==> config.mk <==
export PLATFORM = sky130hd
export DESIGN_NAME = pipelineCpu
export DESIGN_NICKNAME = d
export VERILOG_FILES = /design/src/rtl/cpuPkg.sv /design/src/rtl/fetchStage.sv /design/src/rtl/decodeStage.sv /design/src/rtl/regFile.sv /design/src/rtl/executeStage.sv /design/src/rtl/hazardUnit.sv /design/src/rtl/memAccess.sv /design/src/rtl/pipelineCpu.sv
export SDC_FILE = /design/constraint.sdc
export NUM_CORES = 1
export LEC_CHECK = 0
export BUFFER_PORTS_ARGS = -buffer_cell sky130_fd_sc_hd__buf_2
export CELL_PAD_IN_SITES_DETAIL_PLACEMENT = 1
export CELL_PAD_IN_SITES_GLOBAL_PLACEMENT = 1
export CORE_MARGIN = 4
export CORE_UTILIZATION = 30
export CTS_CLUSTER_DIAMETER = 120
export DETAILED_ROUTE_END_ITERATION = 8
export HOLD_SLACK_MARGIN = 0.1
export PLACE_DENSITY_LB_ADDON = 0.1
export SYNTH_ARGS = -nofsm -noshare
export SYNTH_HDL_FRONTEND = slang
export SYNTH_SLANG_ARGS = --single-unit
==> constraint.sdc <==
create_clock -name CLK -period 20.5 [get_ports CLK]
set_input_delay 4.1 -clock CLK [delete_from_list [all_inputs] [get_ports CLK]]
set_output_delay 4.1 -clock CLK [all_outputs]
set_load 0.05 [all_outputs]
==> src/rtl/cpuPkg.sv <==
package cpuPkg;

	// --------------------------------------------------
	// widths with a meaning
	// --------------------------------------------------
	typedef logic [15:0] word_t;
	typedef logic [2:0]  regIdx_t;
	typedef logic [4:0]  opcode_t;
	typedef logic [1:0]  aluSel_t;
	typedef logic [1:0]  fwdSel_t;

	// --------------------------------------------------
	// opcodes, instruction bits 15..11
	// --------------------------------------------------
	localparam opcode_t OP_NOP   = 5'b00001;
	localparam opcode_t OP_ADDIU = 5'b01001;
	localparam opcode_t OP_LI    = 5'b01101;
	localparam opcode_t OP_RRR   = 5'b11100;
	localparam opcode_t OP_LW    = 5'b10011;
	localparam opcode_t OP_SW    = 5'b11011;
	localparam opcode_t OP_BEQZ  = 5'b00100;
	localparam opcode_t OP_JR    = 5'b11101;

	// function field of OP_RRR, bits 1..0
	localparam logic [1:0] FN_ADDU = 2'b01;
	localparam logic [1:0] FN_SUBU = 2'b11;

	// lowest bit of each instruction field
	localparam int OP_LSB = 11;
	localparam int RX_LSB = 8;
	localparam int RY_LSB = 5;
	localparam int RZ_LSB = 2;

	// bubble word, opcode NOP with all other bits clear
	localparam word_t NOP_WORD = {OP_NOP, 11'b0};

	// alu functions
	localparam aluSel_t ALU_ADD   = 2'b00;
	localparam aluSel_t ALU_SUB   = 2'b01;
	localparam aluSel_t ALU_PASSB = 2'b10;

	// operand sources in execute
	localparam fwdSel_t FWD_REG   = 2'b00;
	localparam fwdSel_t FWD_EXMEM = 2'b01;
	localparam fwdSel_t FWD_MEMWB = 2'b10;

endpackage

==> src/rtl/fetchStage.sv <==
`timescale 1ns/1ps

module fetchStage import cpuPkg::*;
#(
	parameter word_t RESET_PC = 16'h0000
)
(
	input  logic  CLK,
	input  logic  RST,
	output word_t imemAddr,
	input  word_t imemData,
	input  logic  pcHold,
	input  logic  ifHold,
	input  logic  squash,
	input  logic  redirect,
	input  word_t redirectPc,
	output word_t ifPc,
	output word_t ifInstr
);

	word_t pc;
	word_t pcNext;

	assign imemAddr = pc;

	// a held PC keeps the redirect pending until the stall clears
	always_comb
	begin
		if (pcHold)
			pcNext = pc;
		else if (redirect)
			pcNext = redirectPc;
		else
			pcNext = pc + 16'd1;
	end

	always_ff @(posedge CLK or negedge RST)
	begin
		if (!RST)
			pc <= RESET_PC;
		else
			pc <= pcNext;
	end

	// --------------------------------------------------
	// IF/ID register
	// --------------------------------------------------
	always_ff @(posedge CLK or negedge RST)
	begin
		if (!RST)
			ifInstr <= NOP_WORD;
		else if (!ifHold)
			ifInstr <= squash ? NOP_WORD : imemData;
	end

	always_ff @(posedge CLK)
	begin
		if (!ifHold)
			ifPc <= pc;
	end

endmodule

==> src/rtl/decodeStage.sv <==
`timescale 1ns/1ps

module decodeStage import cpuPkg::*;
(
	input  logic    CLK,
	input  logic    RST,
	input  word_t   ifPc,
	input  word_t   ifInstr,
	input  word_t   rdA,
	input  word_t   rdB,
	input  logic    idBubble,
	input  logic    freeze,
	output regIdx_t srcA,
	output regIdx_t srcB,
	output word_t   exPc,
	output word_t   exOpA,
	output word_t   exOpB,
	output word_t   exImm,
	output regIdx_t exSrcA,
	output regIdx_t exSrcB,
	output regIdx_t exDst,
	output aluSel_t exAlu,
	output logic    exUseImm,
	output logic    exRegWr,
	output logic    exLoad,
	output logic    exStore,
	output logic    exBranch,
	output logic    exJump
);

	opcode_t    op;
	regIdx_t    rx;
	regIdx_t    ry;
	regIdx_t    rz;
	logic [1:0] fn;
	word_t      immS8;
	word_t      immZ8;
	word_t      immS5;
	word_t      imm;
	regIdx_t    dst;
	aluSel_t    alu;
	logic       useImm;
	logic       regWr;
	logic       load;
	logic       store;
	logic       branch;
	logic       jump;

	assign op = ifInstr[OP_LSB +: 5];
	assign rx = ifInstr[RX_LSB +: 3];
	assign ry = ifInstr[RY_LSB +: 3];
	assign rz = ifInstr[RZ_LSB +: 3];
	assign fn = ifInstr[1:0];

	// rx and ry are always read, unused ones only cost a spare stall
	assign srcA = rx;
	assign srcB = ry;

	assign immS8 = {{8{ifInstr[7]}}, ifInstr[7:0]};
	assign immZ8 = {8'b0, ifInstr[7:0]};
	assign immS5 = {{11{ifInstr[4]}}, ifInstr[4:0]};

	// --------------------------------------------------
	// control decode
	// --------------------------------------------------
	always_comb
	begin
		imm    = immS8;
		dst    = rx;
		alu    = ALU_ADD;
		useImm = 1'b0;
		regWr  = 1'b0;
		load   = 1'b0;
		store  = 1'b0;
		branch = 1'b0;
		jump   = 1'b0;
		case (op)
			OP_ADDIU:
			begin
				useImm = 1'b1;
				regWr  = 1'b1;
			end
			OP_LI:
			begin
				imm    = immZ8;
				alu    = ALU_PASSB;
				useImm = 1'b1;
				regWr  = 1'b1;
			end
			OP_RRR:
			begin
				dst   = rz;
				alu   = (fn == FN_SUBU) ? ALU_SUB : ALU_ADD;
				regWr = (fn == FN_ADDU) || (fn == FN_SUBU);
			end
			OP_LW:
			begin
				imm    = immS5;
				dst    = ry;
				useImm = 1'b1;
				regWr  = 1'b1;
				load   = 1'b1;
			end
			OP_SW:
			begin
				imm    = immS5;
				useImm = 1'b1;
				store  = 1'b1;
			end
			OP_BEQZ:
				branch = 1'b1;
			OP_JR:
				jump = (ifInstr[7:0] == 8'h00);
			default:
				;
		endcase
	end

	// --------------------------------------------------
	// ID/EX register
	// --------------------------------------------------
	always_ff @(posedge CLK or negedge RST)
	begin
		if (!RST)
		begin
			exRegWr  <= 1'b0;
			exLoad   <= 1'b0;
			exStore  <= 1'b0;
			exBranch <= 1'b0;
			exJump   <= 1'b0;
		end
		else if (!freeze)
		begin
			exRegWr  <= regWr && !idBubble;
			exLoad   <= load && !idBubble;
			exStore  <= store && !idBubble;
			exBranch <= branch && !idBubble;
			exJump   <= jump && !idBubble;
		end
	end

	always_ff @(posedge CLK)
	begin
		if (!freeze)
		begin
			exPc     <= ifPc;
			exOpA    <= rdA;
			exOpB    <= rdB;
			exImm    <= imm;
			exSrcA   <= rx;
			exSrcB   <= ry;
			exDst    <= dst;
			exAlu    <= alu;
			exUseImm <= useImm;
		end
	end

endmodule

==> src/rtl/regFile.sv <==
`timescale 1ns/1ps

module regFile import cpuPkg::*;
(
	input  logic    CLK,
	input  logic    RST,
	input  regIdx_t srcA,
	input  regIdx_t srcB,
	output word_t   rdA,
	output word_t   rdB,
	input  logic    wbEn,
	input  regIdx_t wbReg,
	input  word_t   wbData
);

	word_t regs [0:7];

	always_ff @(posedge CLK or negedge RST)
	begin
		if (!RST)
		begin
			for (int i = 0; i < 8; i++)
				regs[i] <= '0;
		end
		else if (wbEn)
			regs[wbReg] <= wbData;
	end

	// write-through, decode sees the value being written this cycle
	assign rdA = (wbEn && wbReg == srcA) ? wbData : regs[srcA];
	assign rdB = (wbEn && wbReg == srcB) ? wbData : regs[srcB];

endmodule

==> src/rtl/executeStage.sv <==
`timescale 1ns/1ps

module executeStage import cpuPkg::*;
(
	input  logic    CLK,
	input  logic    RST,
	input  logic    freeze,
	input  word_t   exPc,
	input  word_t   exOpA,
	input  word_t   exOpB,
	input  word_t   exImm,
	input  regIdx_t exDst,
	input  aluSel_t exAlu,
	input  logic    exUseImm,
	input  logic    exRegWr,
	input  logic    exLoad,
	input  logic    exStore,
	input  logic    exBranch,
	input  logic    exJump,
	input  fwdSel_t fwdA,
	input  fwdSel_t fwdB,
	input  word_t   wbData,
	output logic    redirect,
	output word_t   redirectPc,
	output word_t   memAddr,
	output word_t   memData,
	output logic    memLoad,
	output logic    memStore,
	output logic    memRegWr,
	output regIdx_t memDst,
	output word_t   memResult
);

	word_t memAlu;
	word_t fwdValA;
	word_t fwdValB;
	word_t heldA;
	word_t heldB;
	logic  heldValid;
	word_t opA;
	word_t opB;
	word_t aluB;
	word_t aluOut;

	function automatic word_t pickOperand(fwdSel_t sel, word_t regVal);
		case (sel)
			FWD_EXMEM: return memAlu;
			FWD_MEMWB: return wbData;
			default:   return regVal;
		endcase
	endfunction

	always_comb
	begin
		fwdValA = pickOperand(fwdA, exOpA);
		fwdValB = pickOperand(fwdB, exOpB);
	end

	// MEM/WB empties during a data wait, so the operands seen on
	// the first wait cycle are kept until the stage moves on
	always_ff @(posedge CLK or negedge RST)
	begin
		if (!RST)
			heldValid <= 1'b0;
		else
			heldValid <= freeze;
	end

	always_ff @(posedge CLK)
	begin
		if (freeze && !heldValid)
		begin
			heldA <= fwdValA;
			heldB <= fwdValB;
		end
	end

	assign opA = heldValid ? heldA : fwdValA;
	assign opB = heldValid ? heldB : fwdValB;

	// --------------------------------------------------
	// alu and control transfer
	// --------------------------------------------------
	assign aluB = exUseImm ? exImm : opB;

	always_comb
	begin
		case (exAlu)
			ALU_ADD: aluOut = opA + aluB;
			ALU_SUB: aluOut = opA - aluB;
			default: aluOut = aluB;
		endcase
	end

	// delay slot is already in decode and proceeds
	assign redirect   = exJump || (exBranch && opA == '0);
	assign redirectPc = exJump ? opA : exPc + 16'd1 + exImm;

	// --------------------------------------------------
	// EX/MEM register
	// --------------------------------------------------
	always_ff @(posedge CLK or negedge RST)
	begin
		if (!RST)
		begin
			memLoad  <= 1'b0;
			memStore <= 1'b0;
			memRegWr <= 1'b0;
		end
		else if (!freeze)
		begin
			memLoad  <= exLoad;
			memStore <= exStore;
			memRegWr <= exRegWr;
		end
	end

	always_ff @(posedge CLK)
	begin
		if (!freeze)
		begin
			memAlu  <= aluOut;
			memData <= opB;
			memDst  <= exDst;
		end
	end

	// alu result doubles as the data address
	assign memAddr   = memAlu;
	assign memResult = memAlu;

endmodule

==> src/rtl/hazardUnit.sv <==
`timescale 1ns/1ps

module hazardUnit import cpuPkg::*;
(
	input  regIdx_t srcA,
	input  regIdx_t srcB,
	input  regIdx_t exSrcA,
	input  regIdx_t exSrcB,
	input  regIdx_t exDst,
	input  logic    exLoad,
	input  logic    exRegWr,
	input  regIdx_t memDst,
	input  logic    memRegWr,
	input  regIdx_t wbReg,
	input  logic    wbEn,
	input  logic    memWait,
	input  logic    redirect,
	output logic    pcHold,
	output logic    ifHold,
	output logic    idBubble,
	output logic    freeze,
	output logic    squash,
	output fwdSel_t fwdA,
	output fwdSel_t fwdB
);

	logic loadUse;

	// newest producer wins, register 0 included
	function automatic fwdSel_t pickSource(regIdx_t src);
		if (memRegWr && memDst == src)
			return FWD_EXMEM;
		else if (wbEn && wbReg == src)
			return FWD_MEMWB;
		else
			return FWD_REG;
	endfunction

	always_comb
	begin
		fwdA = pickSource(exSrcA);
		fwdB = pickSource(exSrcB);
	end

	// load data only exists after MEM, one bubble covers the gap
	assign loadUse = exLoad && exRegWr && (exDst == srcA || exDst == srcB);

	// --------------------------------------------------
	// stage enables
	// --------------------------------------------------
	assign freeze   = memWait;
	assign pcHold   = memWait || loadUse;
	assign ifHold   = memWait || loadUse;
	assign idBubble = loadUse && !memWait;
	assign squash   = redirect && !memWait;

endmodule

==> src/rtl/memAccess.sv <==
`timescale 1ns/1ps

module memAccess import cpuPkg::*;
(
	input  logic    CLK,
	input  logic    RST,
	input  word_t   memAddr,
	input  word_t   memData,
	input  logic    memLoad,
	input  logic    memStore,
	input  logic    memRegWr,
	input  regIdx_t memDst,
	input  word_t   memResult,
	output word_t   wbAdr,
	output word_t   wbDatO,
	input  word_t   wbDatI,
	output logic    wbWe,
	output logic    wbCyc,
	output logic    wbStb,
	input  logic    wbAck,
	output logic    memWait,
	output logic    wbEn,
	output regIdx_t wbReg,
	output word_t   wbData
);

	logic  access;
	word_t wbSel;

	// --------------------------------------------------
	// wishbone classic master
	// --------------------------------------------------
	// EX/MEM only moves on ACK, so the cycle ends with it
	assign access  = memLoad || memStore;
	assign wbCyc   = access;
	assign wbStb   = access;
	assign wbWe    = memStore;
	assign wbAdr   = memAddr;
	assign wbDatO  = memData;
	assign memWait = wbStb && !wbAck;

	// load data or alu result
	assign wbSel = memLoad ? wbDatI : memResult;

	// --------------------------------------------------
	// MEM/WB register
	// --------------------------------------------------
	always_ff @(posedge CLK or negedge RST)
	begin
		if (!RST)
			wbEn <= 1'b0;
		else
			wbEn <= memRegWr && !memWait;
	end

	always_ff @(posedge CLK)
	begin
		if (!memWait)
		begin
			wbReg  <= memDst;
			wbData <= wbSel;
		end
	end

endmodule

==> src/rtl/pipelineCpu.sv <==
`timescale 1ns/1ps

module pipelineCpu import cpuPkg::*;
#(
	parameter word_t RESET_PC = 16'h0000
)
(
	input  logic  CLK,
	input  logic  RST,
	output word_t imemAddr,
	input  word_t imemData,
	output word_t wbAdr,
	output word_t wbDatO,
	input  word_t wbDatI,
	output logic  wbWe,
	output logic  wbCyc,
	output logic  wbStb,
	input  logic  wbAck
);

	// --------------------------------------------------
	// stage enables
	// --------------------------------------------------
	logic    pcHold;
	logic    ifHold;
	logic    idBubble;
	logic    freeze;
	logic    squash;
	logic    memWait;
	fwdSel_t fwdA;
	fwdSel_t fwdB;

	// IF/ID and register file
	word_t   ifPc;
	word_t   ifInstr;
	regIdx_t srcA;
	regIdx_t srcB;
	word_t   rdA;
	word_t   rdB;

	// ID/EX
	word_t   exPc;
	word_t   exOpA;
	word_t   exOpB;
	word_t   exImm;
	regIdx_t exSrcA;
	regIdx_t exSrcB;
	regIdx_t exDst;
	aluSel_t exAlu;
	logic    exUseImm;
	logic    exRegWr;
	logic    exLoad;
	logic    exStore;
	logic    exBranch;
	logic    exJump;

	// branch and jump resolution
	logic    redirect;
	word_t   redirectPc;

	// EX/MEM
	word_t   memAddr;
	word_t   memData;
	word_t   memResult;
	regIdx_t memDst;
	logic    memLoad;
	logic    memStore;
	logic    memRegWr;

	// write-back bus
	logic    wbEn;
	regIdx_t wbReg;
	word_t   wbData;

	// --------------------------------------------------
	// stages
	// --------------------------------------------------
	fetchStage #(.RESET_PC(RESET_PC)) fetch (.*);

	decodeStage decode (.*);

	regFile regs (.*);

	executeStage execute (.*);

	hazardUnit hazard (.*);

	memAccess mem (.*);

endmodule

==> results of run 1 <==
## power by group
part / internal, mW / switching, mW / leakage [nW]
Clock: 0.473 / 0.314 / 0.726
Sequential: 1.03 / 0.267 / 4.05
Combinational: 0.555 / 0.775 / 4.06
## stage by stage
stage          std cells  setup slack (ps)
4_1_cts             2399             14100
5_1_grt             2399             13620
2_1_floorplan       1514             10090
3_5_place_dp        2317             14020
3_3_place_gp        2317             14090
6_report            2399             14210
## cells by family (layout without fill, tap and decap cells)
logic type / after synthesis / after routing
adders and majority gates: 34 / 34
DFF: 341 / 341
xor gates and xnor gates: 63 / 63
buffers and inverters: 157 / 260
and+or+nand+nor: 372 / 372
AOI/OAI and AO/OA: 291 / 291
muxes: 256 / 256
## flip-flops by register name (all words and copies together), names as in the netlist, 9 cells and up
name / count
decode.exImm: 9
execute.heldA: 16
execute.memData: 16
decode.exPc: 16
execute.heldB: 16
execute.memAddr: 16
fetch.ifInstr: 16
fetch.imemAddr: 16
decode.exOpB: 16
mem.wbData: 16
decode.exOpA: 16
fetch.ifPc: 16
regs.regs: 128
## synth_stat cells (4+ instances only)
master	n	area, sq um
a21o_1	4	30.0
a31oi_1	9	56.3
nor2_1	134	503
o21ai_0	64	320
o21a_1	12	90.1
nor3b_1	9	67.6
a41oi_1	19	166
a221o_1	5	50.1
ha_1	32	400
clkbuf_1	82	308
nor2b_1	5	31.3
a211oi_1	23	173
edfxtp_1	171	5130
a221oi_2	7	105
xor2_1	28	245
and3_1	26	163
o31ai_1	32	240
mux2_2	149	1680
o22ai_1	7	43.8
nand3_1	26	130
or3_1	5	31.3
buf_2	8	40.0
nand2b_1	10	62.6
mux4_2	64	1440
a21oi_1	62	310
nand4_1	10	62.6
xnor2_1	31	272
and2_1	4	25.0
a22o_1	4	35.0
inv_1	52	195
nor4_1	4	25.0
o31a_1	4	35.0
dfrtp_1	169	4230
nand2_1	98	368
buf_1	8	30.0
o41ai_1	5	43.8
nor3_1	23	115
o211ai_1	5	37.5
mux2i_1	43	430
## cell type report
class / count / area, sq um
Clock buffer: 65 / 1280
Clock inverter: 17 / 194
Fill cell: 6498 / 39300
Inverter: 53 / 199
Multi-Input combinational cell: 1016 / 8380
Sequential cell: 341 / 9390
Tap cell: 782 / 978
Timing Repair Buffer: 125 / 732
## layer usage
layer  vias to the layer above  share of wire  wire (um)  GRT usage
met1                      6497           0.48      27700      0.244
met4                         0          0.022       1270     0.0416
met2                       143           0.47      27000      0.282
li1                       5835              -          -          -
met5                         -              0          0          0
met3                        58          0.025       1430     0.0255
## final timing paths
path                            cells past startpoint                   to  slack, ps
max in group asynchronous                           2     fetch.ifInstr[8]      15260
min in group asynchronous                           1        regs.regs[79]       3700
worst min-delay path                                0       decode.exPc[5]        420
worst max register to register                     18  execute.memAddr[15]      14260
worst max-delay path                                2                wbCyc      14210
worst min register to register                      0       decode.exPc[5]        420
## cells in the final DEF, fill, tap and decap left out, drive strengths merged, types with 28 or more instances in the layout
master and instances:
a21oi 62, xnor2 35, nand2 98, nor2 135, mux2 149, o21ai 67
clkbuf 65, edfxtp 171, xor2 28, o31ai 34, ha 32, dfrtp 169
mux2i 43, buf 125, inv 56, mux4 64
==> results.sh, run 1 <==
export IMPL_synth_xor_area_frac=0.0323
export IMPL_rsz0062_at_grt="false"
export IMPL_clock_latency_ps=580
export IMPL_design_area_sq_um=21200
export IMPL_drt_wl_total_mm=57.4
export IMPL_placed_cell_area_sq_um=19700
export IMPL_crit_path_start_kind="register"
export IMPL_coreArea_sq_um=60500
export IMPL_cp_data_required_time_ps=16400
export IMPL_r2r_start="mem.wbReg[1]"
export IMPL_clock_sinks=341
export IMPL_crit_chain="or2_2, buf_2"
export IMPL_antenna_diode_count=0
export IMPL_dp_hpwl_mm=38.8
export IMPL_vias_per_cell=5.22
export IMPL_ys_seq_elements=341
export IMPL_ys_seq_area_frac=0.511
export IMPL_cts_buffers=44
export IMPL_tightest_slew_ps=1110
export IMPL_port_buffers=85
export IMPL_synth_fa_ha_area_frac=0.0240
export IMPL_overflow=0
export IMPL_synthMuxAreaShare=0.193
export IMPL_critPathMaxFanout=18
export IMPL_cp_slowest_cell="dfrtp_1"
export IMPL_critPathArrivalTime_ps=2190
export IMPL_end_kind="primary output"
export IMPL_ys_warn_count=0
export IMPL_syn_area_sq_um=18400
export IMPL_post_route_min_period_ps=6290
export IMPL_ant_nets=0
export IMPL_holdCritStartpoint="fetch.ifPc[5]"
export IMPL_die_area_sq_um=65300
export IMPL_grt_usage=0.173
export IMPL_synth_fp_nets=1583
export IMPL_slowest_delay_ps=1050
export IMPL_synthCells=1514
export IMPL_via_count=12533
export IMPL_maxCapViolCount=0
export IMPL_synth_edf_count=171
export IMPL_synth_cell_types=75
export IMPL_hold_viol=0
export IMPL_max_freq_ghz=0.159
export IMPL_vdd_drop_max_mv=0.0514
export IMPL_synthArstFlopShare=0.499
export IMPL_synth_top_family_by_area="multiplexers"
export IMPL_first_pass_iters=4
export IMPL_crit_family="flip-flops"
export IMPL_cts_repair_resize_count=0
export IMPL_holdWs_ps=419
export IMPL_gp_congestion=0.786
export IMPL_critPathBufInv=1
export IMPL_area_growth_pct=15.2
export IMPL_timing_final_crit_share=0.307
export IMPL_post_route_drc_count=0
export IMPL_final_util=0.350
export IMPL_root_buffer="clkbuf_16"
export IMPL_synth_compound_area_frac=0.110
export IMPL_clkTransAtPathRegs_ps=50
export IMPL_leakagePower_nw=8.84
export IMPL_drive_gt1_frac=0.275
export IMPL_fin_nets=1650
export IMPL_h_tree_depth=2
export IMPL_worstSetupPathType="reg2out"
export IMPL_setup_tns_ps=0
export IMPL_die_height_um=255
export IMPL_crit_start="execute.memLoad"
export IMPL_slew_violations=0
export IMPL_routedWlPerCell_um=23.9
export IMPL_io_pins=86
export IMPL_rows=90
export IMPL_cts_setup_buffers=0
export IMPL_hold_class="reg2reg"
export IMPL_grt_max_degree=112
export IMPL_fp_dieW_um=255
export IMPL_setup_viol=0
export IMPL_cts_buffer_depth=3
export IMPL_slew_limit_headroom=0.253
export IMPL_synthSimpleGateAreaFrac=0.0953
export IMPL_postCtsHoldBufs=0
export IMPL_grt_pass1_wl_mm=86.8
export IMPL_finalPower_mw=3.41
export IMPL_cts_tree="done"
export IMPL_avgSynthCellArea_sq_um=12.1
export IMPL_run_status="finished, final reports clean"
export IMPL_fin_skew_ps=22.1
export IMPL_start_util=0.304
export IMPL_antenna_found_initial=0
export IMPL_grt_pass1_vias=13161
export IMPL_p_per_area_nw_per_um2=161
export IMPL_drt_iter0_markers=701
export IMPL_synth_ff_type="edfxtp_1"
Power figures use the tool's default switching activity.
==> inputs of run 2 (changes only) <==
clock period = 6.5 ns   (was 20.5 ns; I/O delays follow)
==> run 2 against run 1 <==
Count of clock-buffer cells in the layout rose by 3. Critical path depth rose by 16. Non-clock buffer count rose by 4. Worst hold slack improved by 0.78 ps. Via count rose by 0.85%. Utilization fell by 0.076 points. Critical path type is now reg2reg. Largest cell class unchanged. Largest power group unchanged.
==> results.sh, run 2 (synthesis gave the netlist of run 1 again) <==
export IMPL_setup_viol=0
export IMPL_max_freq_ghz=0.172
export IMPL_critPathBufInv=0
export IMPL_start_util=0.304
export IMPL_io_pins=86
export IMPL_rows=90
export IMPL_crit_end="execute.memAddr[15]"
export IMPL_hold_viol=0
export IMPL_grt_max_degree=75
export IMPL_drt_wl_total_mm=58.5
export IMPL_fin_nets=1653
export IMPL_coreArea_sq_um=60500
export IMPL_crit_family="compound AO/OA/AOI/OAI gates"
export IMPL_cts_buffers=43
export IMPL_cts_buffer_depth=3
export IMPL_tightest_slew_ps=1080
export IMPL_via_count=12640
export IMPL_largest_reg_flops=128
export IMPL_drive_gt1_frac=0.270
export IMPL_r2r_start="mem.wbReg[0]"
export IMPL_slowest_delay_ps=630
export IMPL_crit_start="mem.wbReg[0]"
export IMPL_die_height_um=255
export IMPL_fp_dieW_um=255
export IMPL_antenna_found_initial=0
export IMPL_timing_final_crit_share=0.894
export IMPL_globalRouteMet3Util=0.0247
export IMPL_ant_nets=0
export IMPL_use_met2=0.290
export IMPL_top_register="regs.regs"
export IMPL_p_per_area_nw_per_um2=504
export IMPL_placed_cell_area_sq_um=19700
export IMPL_grt_busiest_layer="met2"
export IMPL_gp_congestion=0.790
export IMPL_grt_pass1_vias=13570
export IMPL_drt_iter0_markers=589
export IMPL_h_tree_depth=2
export IMPL_use_met1=0.248
export IMPL_vdd_drop_max_mv=0.149
export IMPL_die_area_sq_um=65300
export IMPL_hold_class="reg2reg"
export IMPL_final_cell_mix="edfxtp_1, dfrtp_1, mux2_2"
export IMPL_place_inst=2321
export IMPL_worstSetupPathType="reg2reg"
export IMPL_critPathArrivalTime_ps=6110
export IMPL_path_depth=18
export IMPL_crit_chain="xnor2_2, nand4_4, a221oi_1, o31ai_1, o21ai_0, ha_1, a21oi_1, ha_1, nor2b_1, o31a_1, o41ai_2, o211ai_1, a41oi_1, o21a_1, nand2_1, a211oi_1, nor2_2, xor2_1"
export IMPL_slew_limit_headroom=0.263
export IMPL_final_common_cell="edfxtp_1"
export IMPL_routedWlPerCell_um=24.4
export IMPL_vias_per_cell=5.26
export IMPL_rsz0062_at_grt="false"
export IMPL_leakagePower_nw=8.80
export IMPL_postCtsHoldBufs=0
export IMPL_area_growth_pct=14.9
export IMPL_r2r_cells=18
export IMPL_post_route_drc_count=0
export IMPL_cp_slowest_cell="edfxtp_1"
export IMPL_first_pass_iters=5
export IMPL_r2r_slack_ps=690
export IMPL_grt_usage=0.177
export IMPL_run_status="finished, final reports clean"
export IMPL_cpMostUsedCell="ha_1"
export IMPL_final_setup_worst_slack_ps=690
export IMPL_setup_tns_ps=0
export IMPL_slew_violations=0
export IMPL_critPathMaxFanout=13
export IMPL_clock_latency_ps=580
export IMPL_post_route_min_period_ps=5810
export IMPL_fin_skew_ps=24.7
export IMPL_dp_hpwl_mm=40.1
export IMPL_fillerInstances=6480
export IMPL_clock_sinks=341
export IMPL_cp_data_required_time_ps=6800
export IMPL_port_buffers=85
export IMPL_end_kind="register"
export IMPL_root_buffer="clkbuf_16"
export IMPL_finalPower_mw=10.6
export IMPL_cts_tree="done"
export IMPL_fin_cells=2401
export IMPL_pre_cts_ws_ps=425
export IMPL_r2r_end="execute.memAddr[15]"
export IMPL_design_area_sq_um=21100
export IMPL_overflow=0
export IMPL_grt_pass1_wl_mm=89.1
export IMPL_crit_path_start_kind="register"
export IMPL_clkTransAtPathRegs_ps=60
export IMPL_maxCapViolCount=0
run 2: per-stage QoR:
stage	hold WS, ps	util
after CTS	416	0.349
after detailed placement	406	0.326
after global placement	402	0.326
final	419	0.349
after global routing	424	0.349
after floorplan	400	-
run 2: final cells by class:
| type | count | area, sq um | area share |
|---|---|---|---|
| Sequential cell | 341 | 9390 | 0.445 |
| Multi-Input combinational cell | 1016 | 8390 | 0.397 |
| Tap cell | 782 | 978 | 0.0463 |
| Antenna cell | 2 | 5.00 | 0.000237 |
| Timing Repair Buffer | 129 | 762 | 0.0361 |
| Inverter | 53 | 199 | 0.00942 |
| Clock buffer | 68 | 1220 | 0.0578 |
| Clock inverter | 10 | 165 | 0.00782 |
run 2: what timing repair did:
item / CTS / global route
setup endpoints to repair: 0 / 1
buffers inserted: 0 / 0
gates resized for setup: 0 / 1
run 2: worst register-to-register path, delay by kind of cell, from the launching register on:
kind                     cells  cell delay (ps)
AO/OA/AOI/OAI               10             3130
flip-flops                   1              630
adder cells (fa/ha/maj)      2              600
XOR/XNOR                     2              570
AND/OR/NAND/NOR              4              620
run 2: worst min-delay path by stage:
stage / from / slack, ps / to / cells past startpoint
final: fetch.ifPc[10] / 420 / decode.exPc[10] / 0
after floorplan: fetch.ifPc[0] / 400 / decode.exPc[0] / 0
after detailed placement: fetch.ifPc[14] / 410 / decode.exPc[14] / 0
after global placement: fetch.ifPc[6] / 400 / decode.exPc[6] / 0
after CTS: fetch.ifPc[8] / 420 / decode.exPc[8] / 0
after global routing: fetch.ifPc[8] / 420 / decode.exPc[8] / 0
run 2: report_power, final:
part           switching [mW]  internal, mW  leakage, nW
Clock                   0.959          1.41        0.662
Sequential              0.884          3.25         4.05
Combinational            2.39          1.76         4.08
run 2: routing by layer:
| layer | part of all wire | wire [um] |
|---|---|---|
| met1 | 0.48 | 27900 |
| met4 | 0.024 | 1390 |
| met3 | 0.032 | 1890 |
| met2 | 0.47 | 27400 |
| met5 | 0 | 0 |
==> inputs of run 3 (changes only) <==
MAX_ROUTING_LAYER = met4   (was default)
==> run 3 against run 2 <==
Fmax is 0.16% lower. Setup slack lost 9.2 ps. Via count fell by 0.12%. Final cell count about the same. Routed wire length barely moved. First-iteration DRC count fell by 4.1%. Worst hold slack worse by 1.1 ps. Highest routed layer unchanged.
==> results.sh, run 3 (synthesis gave the netlist of run 1 again) <==
export IMPL_clock_sinks=341
export IMPL_postCtsHoldBufs=0
export IMPL_via_count=12625
export IMPL_leakagePower_nw=8.80
export IMPL_die_area_sq_um=65300
export IMPL_grt_pass1_vias=13571
export IMPL_first_pass_iters=4
export IMPL_port_buffers=85
export IMPL_vdd_drop_max_mv=0.148
export IMPL_grt_max_degree=75
export IMPL_h_tree_depth=2
export IMPL_tightest_slew_ps=1090
export IMPL_cp_slowest_cell="edfxtp_1"
export IMPL_finalPower_mw=10.6
export IMPL_slew_limit_headroom=0.255
export IMPL_cts_buffers=43
export IMPL_critPathArrivalTime_ps=6120
export IMPL_post_route_drc_count=0
export IMPL_cts_repair_resize_count=0
export IMPL_setup_tns_ps=0
export IMPL_max_freq_ghz=0.172
export IMPL_grt_usage=0.182
export IMPL_critPathMaxFanout=13
export IMPL_rows=90
export IMPL_antenna_found_initial=0
export IMPL_io_pins=86
export IMPL_timing_final_crit_share=0.895
export IMPL_crit_chain="xnor2_2, nand4_4, a221oi_1, o31ai_1, o21ai_0, ha_1, a21oi_1, ha_1, nor2b_1, o31a_1, o41ai_2, o211ai_1, a41oi_1, o21a_1, nand2_1, a211oi_1, nor2_2, xor2_1"
export IMPL_start_util=0.304
export IMPL_cts_setup_buffers=0
export IMPL_top_register="regs.regs"
export IMPL_end_kind="register"
export IMPL_cpMostUsedCell="ha_1"
export IMPL_fin_nets=1653
export IMPL_coreArea_sq_um=60500
export IMPL_design_area_sq_um=21100
export IMPL_area_growth_pct=14.9
export IMPL_worstSetupPathType="reg2reg"
export IMPL_cts_buffer_depth=3
export IMPL_grt_pass1_wl_mm=89.2
export IMPL_fin_skew_ps=27.7
export IMPL_clkTransAtPathRegs_ps=60
export IMPL_rsz0062_at_grt="false"
export IMPL_ant_nets=0
export IMPL_hold_class="reg2reg"
export IMPL_clock_latency_ps=580
export IMPL_placed_cell_area_sq_um=19700
export IMPL_cp_data_required_time_ps=6800
export IMPL_routedWlPerCell_um=24.4
export IMPL_drive_gt1_frac=0.270
export IMPL_vias_per_cell=5.26
export IMPL_final_common_cell="edfxtp_1"
export IMPL_root_buffer="clkbuf_16"
export IMPL_slew_violations=0
export IMPL_p_per_area_nw_per_um2=504
export IMPL_cts_tree="done"
export IMPL_maxCapViolCount=0
export IMPL_largest_reg_flops=128
export IMPL_die_height_um=255
export IMPL_overflow=0
export IMPL_slowest_delay_ps=630
export IMPL_dp_hpwl_mm=40.1
export IMPL_run_status="finished, final reports clean"
export IMPL_setup_viol=0
export IMPL_gp_congestion=0.801
export IMPL_final_cell_mix="edfxtp_1, dfrtp_1, mux2_2"
export IMPL_drt_iter0_markers=565
export IMPL_crit_path_start_kind="register"
export IMPL_hold_viol=0
export IMPL_post_route_min_period_ps=5820
export IMPL_fp_dieW_um=255
export IMPL_drt_wl_total_mm=58.5
[run 3: layout make-up]
type                       count  area (sq um)
tap                          782           978
multi-input combinational   1016          8390
clock inverter                10           165
timing repair buffer         129           762
clock buffer                  68          1220
inverter                      53           199
sequential                   341          9390
antenna                        1          2.50
fill                        6477         39400
[run 3: final timing paths]
path / from / end / slack, ps / cells past startpoint
max in group asynchronous: RST / execute.heldValid / 4440 / 2
min in group asynchronous: RST / regs.regs[125] / 720 / 1
hold / removal: fetch.ifPc[10] / decode.exPc[10] / 420 / 0
setup / recovery: mem.wbReg[0] / execute.memAddr[15] / 680 / 18
setup reg to reg: mem.wbReg[0] / execute.memAddr[15] / 680 / 18
hold reg to reg: fetch.ifPc[10] / decode.exPc[10] / 420 / 0
[run 3: metrics by stage]
stage	hold WS [ps]	utilization	setup slack, ps	instances
3_5_place_dp	406	0.326	425	2321
5_1_grt	424	0.349	155	2399
4_1_cts	416	0.349	341	2399
2_1_floorplan	400	-	1550	1514
6_report	418	0.349	681	2400
3_3_place_gp	402	0.326	633	2321
[run 3: metal layers]
metal	vias to the layer above	wire [um]	GRT usage
met4	0	1330	0.0480
met5	-	0	-
met3	76	1830	0.0245
li1	5838	-	-
met1	6523	28000	0.248
met2	188	27400	0.290
[run 3: critical path: cells and delay by family, from the launching register on]
kind | cells | cell delay [ps]
compound gates | 10 | 3120
flops | 1 | 630
simple gates | 4 | 620
fa+ha+maj | 2 | 600
xor+xnor | 2 | 570
[run 3: power by group]
part | switching [mW] | internal, mW | total, mW
logic | 2.39 | 1.76 | 4.15
registers | 0.882 | 3.25 | 4.13
clock network | 0.960 | 1.41 | 2.37
